### src/verilog/uart_regs_pkg.sv
package uart_regs_pkg;

  ////////////////////////////////////////////////////////////////////////////
  // Bus widths
  ////////////////////////////////////////////////////////////////////////////

  localparam int ADDR_W = 3;
  localparam int DATA_W = 8;
  // Divisor latch, DLM:DLL
  localparam int DL_W   = 16;

  ////////////////////////////////////////////////////////////////////////////
  // Register map
  ////////////////////////////////////////////////////////////////////////////

  // Address 0 and 1 are shared, DLAB selects the divisor latch
  localparam logic [ADDR_W-1:0] RBR_ADR = 3'd0;
  localparam logic [ADDR_W-1:0] THR_ADR = 3'd0;
  localparam logic [ADDR_W-1:0] DLL_ADR = 3'd0;
  localparam logic [ADDR_W-1:0] IER_ADR = 3'd1;
  localparam logic [ADDR_W-1:0] DLM_ADR = 3'd1;
  // Ident register, reads as zero
  localparam logic [ADDR_W-1:0] IIR_ADR = 3'd2;
  localparam logic [ADDR_W-1:0] LCR_ADR = 3'd3;
  localparam logic [ADDR_W-1:0] MCR_ADR = 3'd4;
  localparam logic [ADDR_W-1:0] LSR_ADR = 3'd5;
  localparam logic [ADDR_W-1:0] MSR_ADR = 3'd6;
  localparam logic [ADDR_W-1:0] SCR_ADR = 3'd7;

  ////////////////////////////////////////////////////////////////////////////
  // Register layouts, msb first
  ////////////////////////////////////////////////////////////////////////////

  typedef struct packed {
    logic [3:0] rsvd;
    logic       edssi;
    logic       elsi;
    logic       etbei;
    logic       erbi;
  } ier_t;

  typedef struct packed {
    logic       dlab;
    logic       brk;
    logic       stick_par;
    logic       eps;
    logic       pen;
    logic       stb;
    logic [1:0] wls;
  } lcr_t;

  typedef struct packed {
    logic [2:0] rsvd;
    logic       loop;
    logic       out2;
    logic       out1;
    logic       rts;
    logic       dtr;
  } mcr_t;

  typedef struct packed {
    logic rx_fifo_err;
    logic temt;
    logic thre;
    logic bi;
    logic fe;
    logic pe;
    logic oe;
    logic dr;
  } lsr_t;

  typedef struct packed {
    logic dcd;
    logic ri;
    logic dsr;
    logic cts;
    logic ddcd;
    logic teri;
    logic ddsr;
    logic dcts;
  } msr_t;

  // Both transmitter empty flags set out of reset
  localparam logic [DATA_W-1:0] LSR_RESET = 8'h60;

endpackage

### src/verilog/uart_baud_gen.sv
`timescale 1ns/10ps

module uart_baud_gen (
  input  logic                           clk_i,
  input  logic                           rst_ni,
  input  logic [uart_regs_pkg::DL_W-1:0] dl,
  input  logic                           dl_load,
  output logic                           baudout_o
);

  logic [uart_regs_pkg::DL_W-1:0] cnt;

  // Down counter, period of dl cycles
  always_ff @(posedge clk_i or negedge rst_ni)
  begin
    if (!rst_ni)
      cnt <= '0;
    else if (dl_load || cnt == '0)
      cnt <= dl - 1'b1;
    else
      cnt <= cnt - 1'b1;
  end

  // 16x clock enable, held off for a zero divisor
  always_ff @(posedge clk_i or negedge rst_ni)
  begin
    if (!rst_ni)
      baudout_o <= 1'b0;
    else
      baudout_o <= (|dl) & (cnt == '0);
  end

endmodule

### src/verilog/uart_line_status.sv
`timescale 1ns/10ps

module uart_line_status (
  input  logic                clk_i,
  input  logic                rst_ni,
  input  logic                rx_empty_i,
  input  logic                rx_pe_i,
  input  logic                rx_fe_i,
  input  logic                rx_bi_i,
  input  logic                overrun_error_i,
  input  logic                tx_empty_i,
  input  logic                tx_sr_empty_i,
  input  logic                read_lsr,
  output uart_regs_pkg::lsr_t lsr
);

  // Previous error levels, for edge detect
  logic d_oe;
  logic d_pe;
  logic d_fe;
  logic d_bi;

  always_ff @(posedge clk_i or negedge rst_ni)
  begin
    if (!rst_ni)
    begin
      d_oe <= 1'b0;
      d_pe <= 1'b0;
      d_fe <= 1'b0;
      d_bi <= 1'b0;
    end
    else
    begin
      d_oe <= overrun_error_i;
      d_pe <= rx_pe_i;
      d_fe <= rx_fe_i;
      d_bi <= rx_bi_i;
    end
  end

  always_ff @(posedge clk_i or negedge rst_ni)
  begin
    if (!rst_ni)
      lsr <= uart_regs_pkg::lsr_t'(uart_regs_pkg::LSR_RESET);
    else
    begin
      lsr.rx_fifo_err <= 1'b0;
      // Level status, plain one cycle delay
      lsr.dr   <= ~rx_empty_i;
      lsr.thre <= tx_empty_i;
      lsr.temt <= tx_empty_i & tx_sr_empty_i;
      // Sticky errors, a fresh edge beats the clearing read
      lsr.oe <= (overrun_error_i & ~d_oe) | (lsr.oe & ~read_lsr);
      lsr.pe <= (rx_pe_i & ~d_pe) | (lsr.pe & ~read_lsr);
      lsr.fe <= (rx_fe_i & ~d_fe) | (lsr.fe & ~read_lsr);
      lsr.bi <= (rx_bi_i & ~d_bi) | (lsr.bi & ~read_lsr);
    end
  end

endmodule

### src/verilog/uart_modem_status.sv
`timescale 1ns/10ps

module uart_modem_status (
  input  logic                clk_i,
  input  logic                rst_ni,
  input  logic                cts_ni,
  input  logic                dsr_ni,
  input  logic                dcd_ni,
  input  logic                ri_ni,
  input  uart_regs_pkg::mcr_t mcr,
  input  logic                read_msr,
  output uart_regs_pkg::msr_t msr
);

  // Pin history, inactive level out of reset
  logic d_cts_ni;
  logic d_dsr_ni;
  logic d_dcd_ni;
  logic d_ri_ni;

  always_ff @(posedge clk_i or negedge rst_ni)
  begin
    if (!rst_ni)
    begin
      d_cts_ni <= 1'b1;
      d_dsr_ni <= 1'b1;
      d_dcd_ni <= 1'b1;
      d_ri_ni  <= 1'b1;
    end
    else
    begin
      d_cts_ni <= cts_ni;
      d_dsr_ni <= dsr_ni;
      d_dcd_ni <= dcd_ni;
      d_ri_ni  <= ri_ni;
    end
  end

  always_ff @(posedge clk_i or negedge rst_ni)
  begin
    if (!rst_ni)
      msr <= '0;
    else
    begin
      // Loopback feeds the MCR outputs back in
      msr.dcd <= mcr.loop ? mcr.out2 : ~dcd_ni;
      msr.ri  <= mcr.loop ? mcr.out1 : ~ri_ni;
      msr.dsr <= mcr.loop ? mcr.dtr  : ~dsr_ni;
      msr.cts <= mcr.loop ? mcr.rts  : ~cts_ni;
      // Any toggle
      msr.ddcd <= (dcd_ni ^ d_dcd_ni) | (msr.ddcd & ~read_msr);
      msr.ddsr <= (dsr_ni ^ d_dsr_ni) | (msr.ddsr & ~read_msr);
      msr.dcts <= (cts_ni ^ d_cts_ni) | (msr.dcts & ~read_msr);
      // Trailing edge of ring, pin going high
      msr.teri <= (ri_ni & ~d_ri_ni) | (msr.teri & ~read_msr);
    end
  end

endmodule

### src/verilog/uart_csr_file.sv
`timescale 1ns/10ps

module uart_csr_file #(
  parameter logic [uart_regs_pkg::DL_W-1:0] DL_RESET_VALUE = 16'h0044
) (
  input  logic                              clk_i,
  input  logic                              rst_ni,
  input  logic [uart_regs_pkg::ADDR_W-1:0]  adr_i,
  input  logic [uart_regs_pkg::DATA_W-1:0]  d_i,
  input  logic                              re_i,
  input  logic                              we_i,
  input  logic [uart_regs_pkg::DATA_W-1:0]  rx_data_i,
  output logic [uart_regs_pkg::DATA_W-1:0]  q_o,
  output logic                              tx_push_o,
  output logic                              rx_pop_o,
  input  uart_regs_pkg::lsr_t               lsr,
  input  uart_regs_pkg::msr_t               msr,
  output uart_regs_pkg::mcr_t               mcr,
  output logic                              read_lsr,
  output logic                              read_msr,
  output logic [uart_regs_pkg::DL_W-1:0]    dl,
  output logic                              dl_load,
  output logic                              rts_no,
  output logic                              dtr_no,
  output logic                              out1_no,
  output logic                              out2_no,
  output logic                              irq_o
);

  uart_regs_pkg::ier_t                ier;
  uart_regs_pkg::lcr_t                lcr;
  logic [uart_regs_pkg::DATA_W-1:0]   scr;
  logic [uart_regs_pkg::DATA_W-1:0]   dll;
  logic [uart_regs_pkg::DATA_W-1:0]   dlm;
  logic                               wr_ier;
  logic                               wr_dll;
  logic                               wr_dlm;

  ////////////////////////////////////////////////////////////////////////////
  // Address decode
  ////////////////////////////////////////////////////////////////////////////

  // DLAB steers address 0 and 1 away from THR/RBR and IER
  assign wr_ier = we_i & (adr_i == uart_regs_pkg::IER_ADR) & ~lcr.dlab;
  assign wr_dll = we_i & (adr_i == uart_regs_pkg::DLL_ADR) & lcr.dlab;
  assign wr_dlm = we_i & (adr_i == uart_regs_pkg::DLM_ADR) & lcr.dlab;

  // FIFO strobes towards the transmitter and receiver
  assign tx_push_o = we_i & (adr_i == uart_regs_pkg::THR_ADR) & ~lcr.dlab;
  assign rx_pop_o  = re_i & (adr_i == uart_regs_pkg::RBR_ADR) & ~lcr.dlab;

  // Clear-on-read triggers for the status blocks
  assign read_lsr = re_i & (adr_i == uart_regs_pkg::LSR_ADR);
  assign read_msr = re_i & (adr_i == uart_regs_pkg::MSR_ADR);

  ////////////////////////////////////////////////////////////////////////////
  // Writeable registers
  ////////////////////////////////////////////////////////////////////////////

  always_ff @(posedge clk_i or negedge rst_ni)
  begin
    if (!rst_ni)
    begin
      ier <= '0;
      lcr <= '0;
      mcr <= '0;
      scr <= '0;
      dll <= DL_RESET_VALUE[uart_regs_pkg::DATA_W-1:0];
      dlm <= DL_RESET_VALUE[uart_regs_pkg::DL_W-1:uart_regs_pkg::DATA_W];
    end
    else
    begin
      // Upper nibble of IER is reserved
      if (wr_ier)
        ier <= uart_regs_pkg::ier_t'({4'h0, d_i[3:0]});
      if (we_i && adr_i == uart_regs_pkg::LCR_ADR)
        lcr <= uart_regs_pkg::lcr_t'(d_i);
      // Upper three bits of MCR are reserved
      if (we_i && adr_i == uart_regs_pkg::MCR_ADR)
        mcr <= uart_regs_pkg::mcr_t'({3'h0, d_i[4:0]});
      if (we_i && adr_i == uart_regs_pkg::SCR_ADR)
        scr <= d_i;
      if (wr_dll)
        dll <= d_i;
      if (wr_dlm)
        dlm <= d_i;
    end
  end

  assign dl = {dlm, dll};

  // Baud counter reload, one cycle behind the latch update
  always_ff @(posedge clk_i or negedge rst_ni)
  begin
    if (!rst_ni)
      dl_load <= 1'b0;
    else
      dl_load <= wr_dll | wr_dlm;
  end

  ////////////////////////////////////////////////////////////////////////////
  // Read data
  ////////////////////////////////////////////////////////////////////////////

  // Sampled every cycle, re_i only matters for side effects
  always_ff @(posedge clk_i or negedge rst_ni)
  begin
    if (!rst_ni)
      q_o <= '0;
    else
    begin
      case (adr_i)
        uart_regs_pkg::RBR_ADR: q_o <= lcr.dlab ? dll : rx_data_i;
        uart_regs_pkg::IER_ADR: q_o <= lcr.dlab ? dlm : ier;
        // No ident logic
        uart_regs_pkg::IIR_ADR: q_o <= '0;
        uart_regs_pkg::LCR_ADR: q_o <= lcr;
        uart_regs_pkg::MCR_ADR: q_o <= mcr;
        uart_regs_pkg::LSR_ADR: q_o <= lsr;
        uart_regs_pkg::MSR_ADR: q_o <= msr;
        uart_regs_pkg::SCR_ADR: q_o <= scr;
        default:                q_o <= '0;
      endcase
    end
  end

  ////////////////////////////////////////////////////////////////////////////
  // Modem controls and interrupt
  ////////////////////////////////////////////////////////////////////////////

  // Pins are active low
  assign rts_no  = ~mcr.rts;
  assign dtr_no  = ~mcr.dtr;
  assign out1_no = ~mcr.out1;
  assign out2_no = ~mcr.out2;

  always_ff @(posedge clk_i or negedge rst_ni)
  begin
    if (!rst_ni)
      irq_o <= 1'b0;
    else
      irq_o <= (ier.edssi & (msr.ddcd | msr.teri | msr.ddsr | msr.dcts)) |
               (ier.elsi  & (lsr.oe | lsr.pe | lsr.fe | lsr.bi)) |
               (ier.etbei & lsr.thre) |
               // Received data, no trigger level without FIFO control
               (ier.erbi  & lsr.dr);
  end

endmodule

### src/verilog/uart_regs_top.sv
`timescale 1ns/10ps

module uart_regs_top #(
  parameter logic [uart_regs_pkg::DL_W-1:0] DL_RESET_VALUE = 16'h0044
) (
  input  logic                             clk_i,
  input  logic                             rst_ni,
  // Register port
  input  logic [uart_regs_pkg::ADDR_W-1:0] adr_i,
  input  logic [uart_regs_pkg::DATA_W-1:0] d_i,
  input  logic                             re_i,
  input  logic                             we_i,
  output logic [uart_regs_pkg::DATA_W-1:0] q_o,
  // Receiver and transmitter side
  input  logic [uart_regs_pkg::DATA_W-1:0] rx_data_i,
  input  logic                             rx_empty_i,
  input  logic                             rx_pe_i,
  input  logic                             rx_fe_i,
  input  logic                             rx_bi_i,
  input  logic                             overrun_error_i,
  input  logic                             tx_empty_i,
  input  logic                             tx_sr_empty_i,
  output logic                             tx_push_o,
  output logic                             rx_pop_o,
  // Modem pins, active low
  input  logic                             cts_ni,
  input  logic                             dsr_ni,
  input  logic                             dcd_ni,
  input  logic                             ri_ni,
  output logic                             rts_no,
  output logic                             dtr_no,
  output logic                             out1_no,
  output logic                             out2_no,
  output logic                             irq_o,
  output logic                             baudout_o
);

  uart_regs_pkg::lsr_t            lsr;
  uart_regs_pkg::msr_t            msr;
  uart_regs_pkg::mcr_t            mcr;
  logic                           read_lsr;
  logic                           read_msr;
  logic [uart_regs_pkg::DL_W-1:0] dl;
  logic                           dl_load;

  ////////////////////////////////////////////////////////////////////////////
  // Register file, status blocks, baud generator
  ////////////////////////////////////////////////////////////////////////////

  uart_csr_file #(
    .DL_RESET_VALUE (DL_RESET_VALUE)
  ) u_csr_file (
    .clk_i     (clk_i),
    .rst_ni    (rst_ni),
    .adr_i     (adr_i),
    .d_i       (d_i),
    .re_i      (re_i),
    .we_i      (we_i),
    .rx_data_i (rx_data_i),
    .q_o       (q_o),
    .tx_push_o (tx_push_o),
    .rx_pop_o  (rx_pop_o),
    .lsr       (lsr),
    .msr       (msr),
    .mcr       (mcr),
    .read_lsr  (read_lsr),
    .read_msr  (read_msr),
    .dl        (dl),
    .dl_load   (dl_load),
    .rts_no    (rts_no),
    .dtr_no    (dtr_no),
    .out1_no   (out1_no),
    .out2_no   (out2_no),
    .irq_o     (irq_o)
  );

  uart_line_status u_line_status (
    .clk_i           (clk_i),
    .rst_ni          (rst_ni),
    .rx_empty_i      (rx_empty_i),
    .rx_pe_i         (rx_pe_i),
    .rx_fe_i         (rx_fe_i),
    .rx_bi_i         (rx_bi_i),
    .overrun_error_i (overrun_error_i),
    .tx_empty_i      (tx_empty_i),
    .tx_sr_empty_i   (tx_sr_empty_i),
    .read_lsr        (read_lsr),
    .lsr             (lsr)
  );

  uart_modem_status u_modem_status (
    .clk_i    (clk_i),
    .rst_ni   (rst_ni),
    .cts_ni   (cts_ni),
    .dsr_ni   (dsr_ni),
    .dcd_ni   (dcd_ni),
    .ri_ni    (ri_ni),
    .mcr      (mcr),
    .read_msr (read_msr),
    .msr      (msr)
  );

  uart_baud_gen u_baud_gen (
    .clk_i     (clk_i),
    .rst_ni    (rst_ni),
    .dl        (dl),
    .dl_load   (dl_load),
    .baudout_o (baudout_o)
  );

endmodule

### config.mk
export PLATFORM = sky130hd
export DESIGN_NAME = uart_regs_top
export DESIGN_NICKNAME = d
export VERILOG_FILES = /design/src/verilog/uart_regs_pkg.sv /design/src/verilog/uart_baud_gen.sv /design/src/verilog/uart_line_status.sv /design/src/verilog/uart_modem_status.sv /design/src/verilog/uart_csr_file.sv /design/src/verilog/uart_regs_top.sv
export SDC_FILE = /design/constraint.sdc
export NUM_CORES = 1
export LEC_CHECK = 0
export ABC_CLOCK_PERIOD_IN_PS = 2800
export BUFFER_PORTS_ARGS = -buffer_cell sky130_fd_sc_hd__buf_2
export CAP_MARGIN = 10
export CELL_PAD_IN_SITES_DETAIL_PLACEMENT = 0
export CELL_PAD_IN_SITES_GLOBAL_PLACEMENT = 1
export CORE_MARGIN = 10
export CORE_UTILIZATION = 30
export CTS_CLUSTER_DIAMETER = 80
export DETAILED_ROUTE_END_ITERATION = 12
export HOLD_SLACK_MARGIN = 0.08
export PLACE_DENSITY = 0.55
export SYNTH_ARGS = -nofsm -noshare
export SYNTH_HDL_FRONTEND = slang
export SYNTH_SLANG_ARGS = --single-unit
### constraint.sdc
create_clock -name clk_i -period 2.8 [get_ports clk_i]
set_input_delay 0.28 -clock clk_i [delete_from_list [all_inputs] [get_ports clk_i]]
set_output_delay 0.28 -clock clk_i [all_outputs]
set_load 0.05 [all_outputs]
==> impl_results.md <==
* Outcome: complete, no violations
* Mapped Nets at about 430
* Root buffer cell: clkbuf_16
* Syn Inst Count at 391
* Asr flop ratio synth at 100%
* Clk pwr share at 28.1%
* ANT cells at 0
* Synth Flop Type: dfrtp_1
* Area growth syn-to-layout at 22.4%
* Synth area leader: dfrtp_1
* Fin nets at between 400 and 500
* CP Launch Point: u_baud_gen.cnt[11]
* Per-cell routed wire length at 18.9 microns
* Synth area leaders: dfrtp_1, mux2_2, mux2i_1
* CTS H-tree lvls at 3
* RePlAce Congestion at 0.819
* Yosys warns at 0
* Worst hold path cell count at 2
* Synth Cell Area at between 0.004 and 0.005 sq mm
* Post-route ant nets at 0
* Placeable Area at between 0.01 and 0.015 sq mm
* Post-synth EDFFs at 0
* Antenna violations before repair at 0
* Gr ovfl total at 0
* Drc violations at 0
* Worst setup SP type: flip-flop
* R2r setup slk at slightly above 0.09 ns
* Largest net degree at the start of global routing at 48
* Max-slew headroom at 58.7%
* Die height at around 140 microns
* Crit path max fanout at 4
* Die Area at slightly above 0.02 sq mm
* Critical path endpoint: u_baud_gen.cnt[12]
* Setup Skew at roughly 0.007 ns
* Setup Viol. Count Final at 0
* Fill count at 1,448
* Vias in the first global route at 3,492
* VDD IR max at just over 0.0003 V
* Port Buffer Count at 49
* Static Leak at between 2 and 2.5 nW
* Clk sink count at 91
* Num CTS Buffers at 9
* Clock tree from TritonCTS: yes
* Sw Ratio at roughly a third
* DP Area at around 0.005 sq mm
* Count leader, synth: dfrtp_1
* Avg Vias per Cell at approximately 5.0
* Cells on worst reg2reg path at 9
* Register area at ~0.0023 sq mm
* Hold Path Class: input pin to flip-flop
* Fraction of layout cells with a size suffix above 1 at between 30% and 40%
* RR Startpoint: u_baud_gen.cnt[11]
* Footprint of the multi-input gates at ~0.0021 sq mm
* Critical path class: flip-flop to flip-flop
* Maximum clock path buffer count at 2
* Starting density of the core at roughly 30%
* Max Fclk at between 300 and 400 MHz
* Max Cap Viol at 0
* Rows at 44
* Commonest cells post-synth: dfrtp_1, mux2_2, nand2_1
* Clk slew on worst S/H paths at 0.07 ns
* Global-route wire length before repair at between 20,000 and 25,000 microns
* Worst path arrival time at between 2 and 3 ns
* DR iter-0 viols at around 130
* P_int at between 3 and 4 mW
* Max-slew violations at 0
* Final wirelength at ~12,000 microns
* Die width at around 140 microns
* Post-Syn Area per Cell at roughly 11 sq um
* GRT Util Overall at ~13%
* Finished Core Util at a little under two fifths
* Yosys top cell area share at 46.4%
* Combinational power share at between 20 and 30%
* Hold Vio Cnt, Final at 0
* Register share of total power at about 44%
* Total number of vias at about 3,300
* Synthesized flop and latch total at between 90 and 100
* Pin slew with the least headroom to its limit at 0.619 ns
* DR pass1 iterations at 4
* Power Total at about 4.7 mW
* Detailed-placement wirelength estimate at roughly 9200 microns
* Distinct cells, synth at 56
* CP Data Required Time at 3.07 ns
* Clock Latency Late Sink at between 0.3 and 0.4 ns
* Sequential area share after synthesis at 51.1%
* Reported net switching power at ~1.6 mW
* PwrDens at ~860 mW/mm^2
* Worst setup EP type: flip-flop
* Final period util at 96.7%
* Design area at ~0.0055 sq mm
* Critical R2R Capture: u_baud_gen.cnt[12]
* Min Tclk post-route at about 2.7 ns
* IO Count at 50
==> worst min path at each step <==
stage                       start                   end  slack (ns)
floorplan                  rst_ni  u_baud_gen.baudout_o       -0.02
global placement           rst_ni    u_baud_gen.cnt[11]        0.33
detailed placement         rst_ni    u_baud_gen.cnt[11]        0.34
CTS                 tx_sr_empty_i  u_line_status.lsr[6]        0.14
global route        tx_sr_empty_i  u_line_status.lsr[6]        0.15
finish              tx_sr_empty_i  u_line_status.lsr[6]        0.16
==> power groups by stage <==
stage,Clock (mW),Combinational [mW],Sequential [mW]
2_1_floorplan,0,0.873,2.03
3_3_place_gp,0,1.26,2.08
3_5_place_dp,0,1.26,2.09
4_1_cts,1.36,1.28,2.07
5_1_grt,1.42,1.44,2.13
6_report,1.31,1.30,2.07
==> cell families (layout without fill, tap and decap cells) <==
kind of cell    count (synthesis)  count (layout)  share of synthesized area, %
compound gates                 66              66                          9.88
xor+xnor                       21              21                          4.11
fa+ha+maj                       1               1                         0.280
buf+inv                        34             111                          3.02
flops                          91              91                          51.1
mux                            71              71                          18.0
simple gates                  107             107                          13.5
==> worst max-delay path: stages, from the launching register on <==
cell and delay [ns]:
dfrtp_2 0.43, nor4_4 0.37, nand4_2 0.19, o21ai_4 0.23
mux2i_1 0.26, ha_2 0.24, nand4b_1 0.16, or3_4 0.45
a21oi_1 0.18, xnor2_1 0.13
==> layout by cell type (no fill, tap or decap), types with 3 or more instances in the layout <==
master and n:
dfrtp_1 82, mux2_2 45, nand2_1 37, a31oi_1 3, inv_1 17, nor4_1 3, xor2_1 8, dfstp_2 8
xnor2_1 13, nand3_1 7, nor4_4 3, dlygate4sd3_1 11, nor2b_1 3, a221oi_1 9, buf_4 17, a21oi_1 14
mux2i_1 22, and3_1 3, o21ai_0 20, a22oi_1 3, mux4_2 3, nor3_1 11, clkbuf_16 9, buf_2 48
nor2_1 18
==> registers in the layout, summed over array words and instances (netlist names), 4 cells and up <==
| register | flops |
|---|---|
| u_modem_status.msr | 8 |
| u_csr_file.ier | 4 |
| u_csr_file.q_o | 8 |
| u_csr_file.dlm | 8 |
| u_csr_file.mcr | 5 |
| u_csr_file.dll | 8 |
| u_baud_gen.cnt | 16 |
| u_csr_file.lcr | 8 |
| u_line_status.lsr | 7 |
| u_csr_file.scr | 8 |
==> layer usage <==
metal  part of all wire, %  vias up  wire length (microns)  global-route usage, %
met5                     0        -                      0                      0
met4                   1.0        0                    129                   4.20
met3                   2.8       11                    349                   2.34
met2                    49       49                   6010                   20.1
met1                    47     1633                   5830                   16.9
li1                      -     1565                      -                      -
==> area by class of cell <==
| cell class | instances | area share, % |
|---|---|---|
| Clock buffer | 10 | 4.18 |
| Clock inverter | 6 | 1.65 |
| Inverter | 18 | 1.23 |
| Multi-Input combinational cell | 266 | 37.8 |
| Sequential cell | 91 | 41.8 |
| Tap cell | 184 | 4.21 |
| Timing Repair Buffer | 77 | 9.10 |
==> metrics by stage <==
step	setup WS, ns	hold slack [ns]	instances	TNS [ns]
after floorplan	-0.00732	-0.0156	391	-0.00732
after CTS	0.00586	0.145	648	0
after global placement	0.0174	0.332	621	0
after global routing	-0.00531	0.154	652	-0.00531
final	0.0930	0.156	652	0
after detailed placement	-0.0844	0.338	621	-0.197
==> timing repair <==
action,4_1_cts,5_1_grt
buffers inserted,0,4
setup endpoints to repair,3,3
resized for setup,1,3
hold buffers,11,0
pin swaps,0,7
hold endpoints to repair,50,0
No activity file was read; power rests on OpenSTA's default activity.
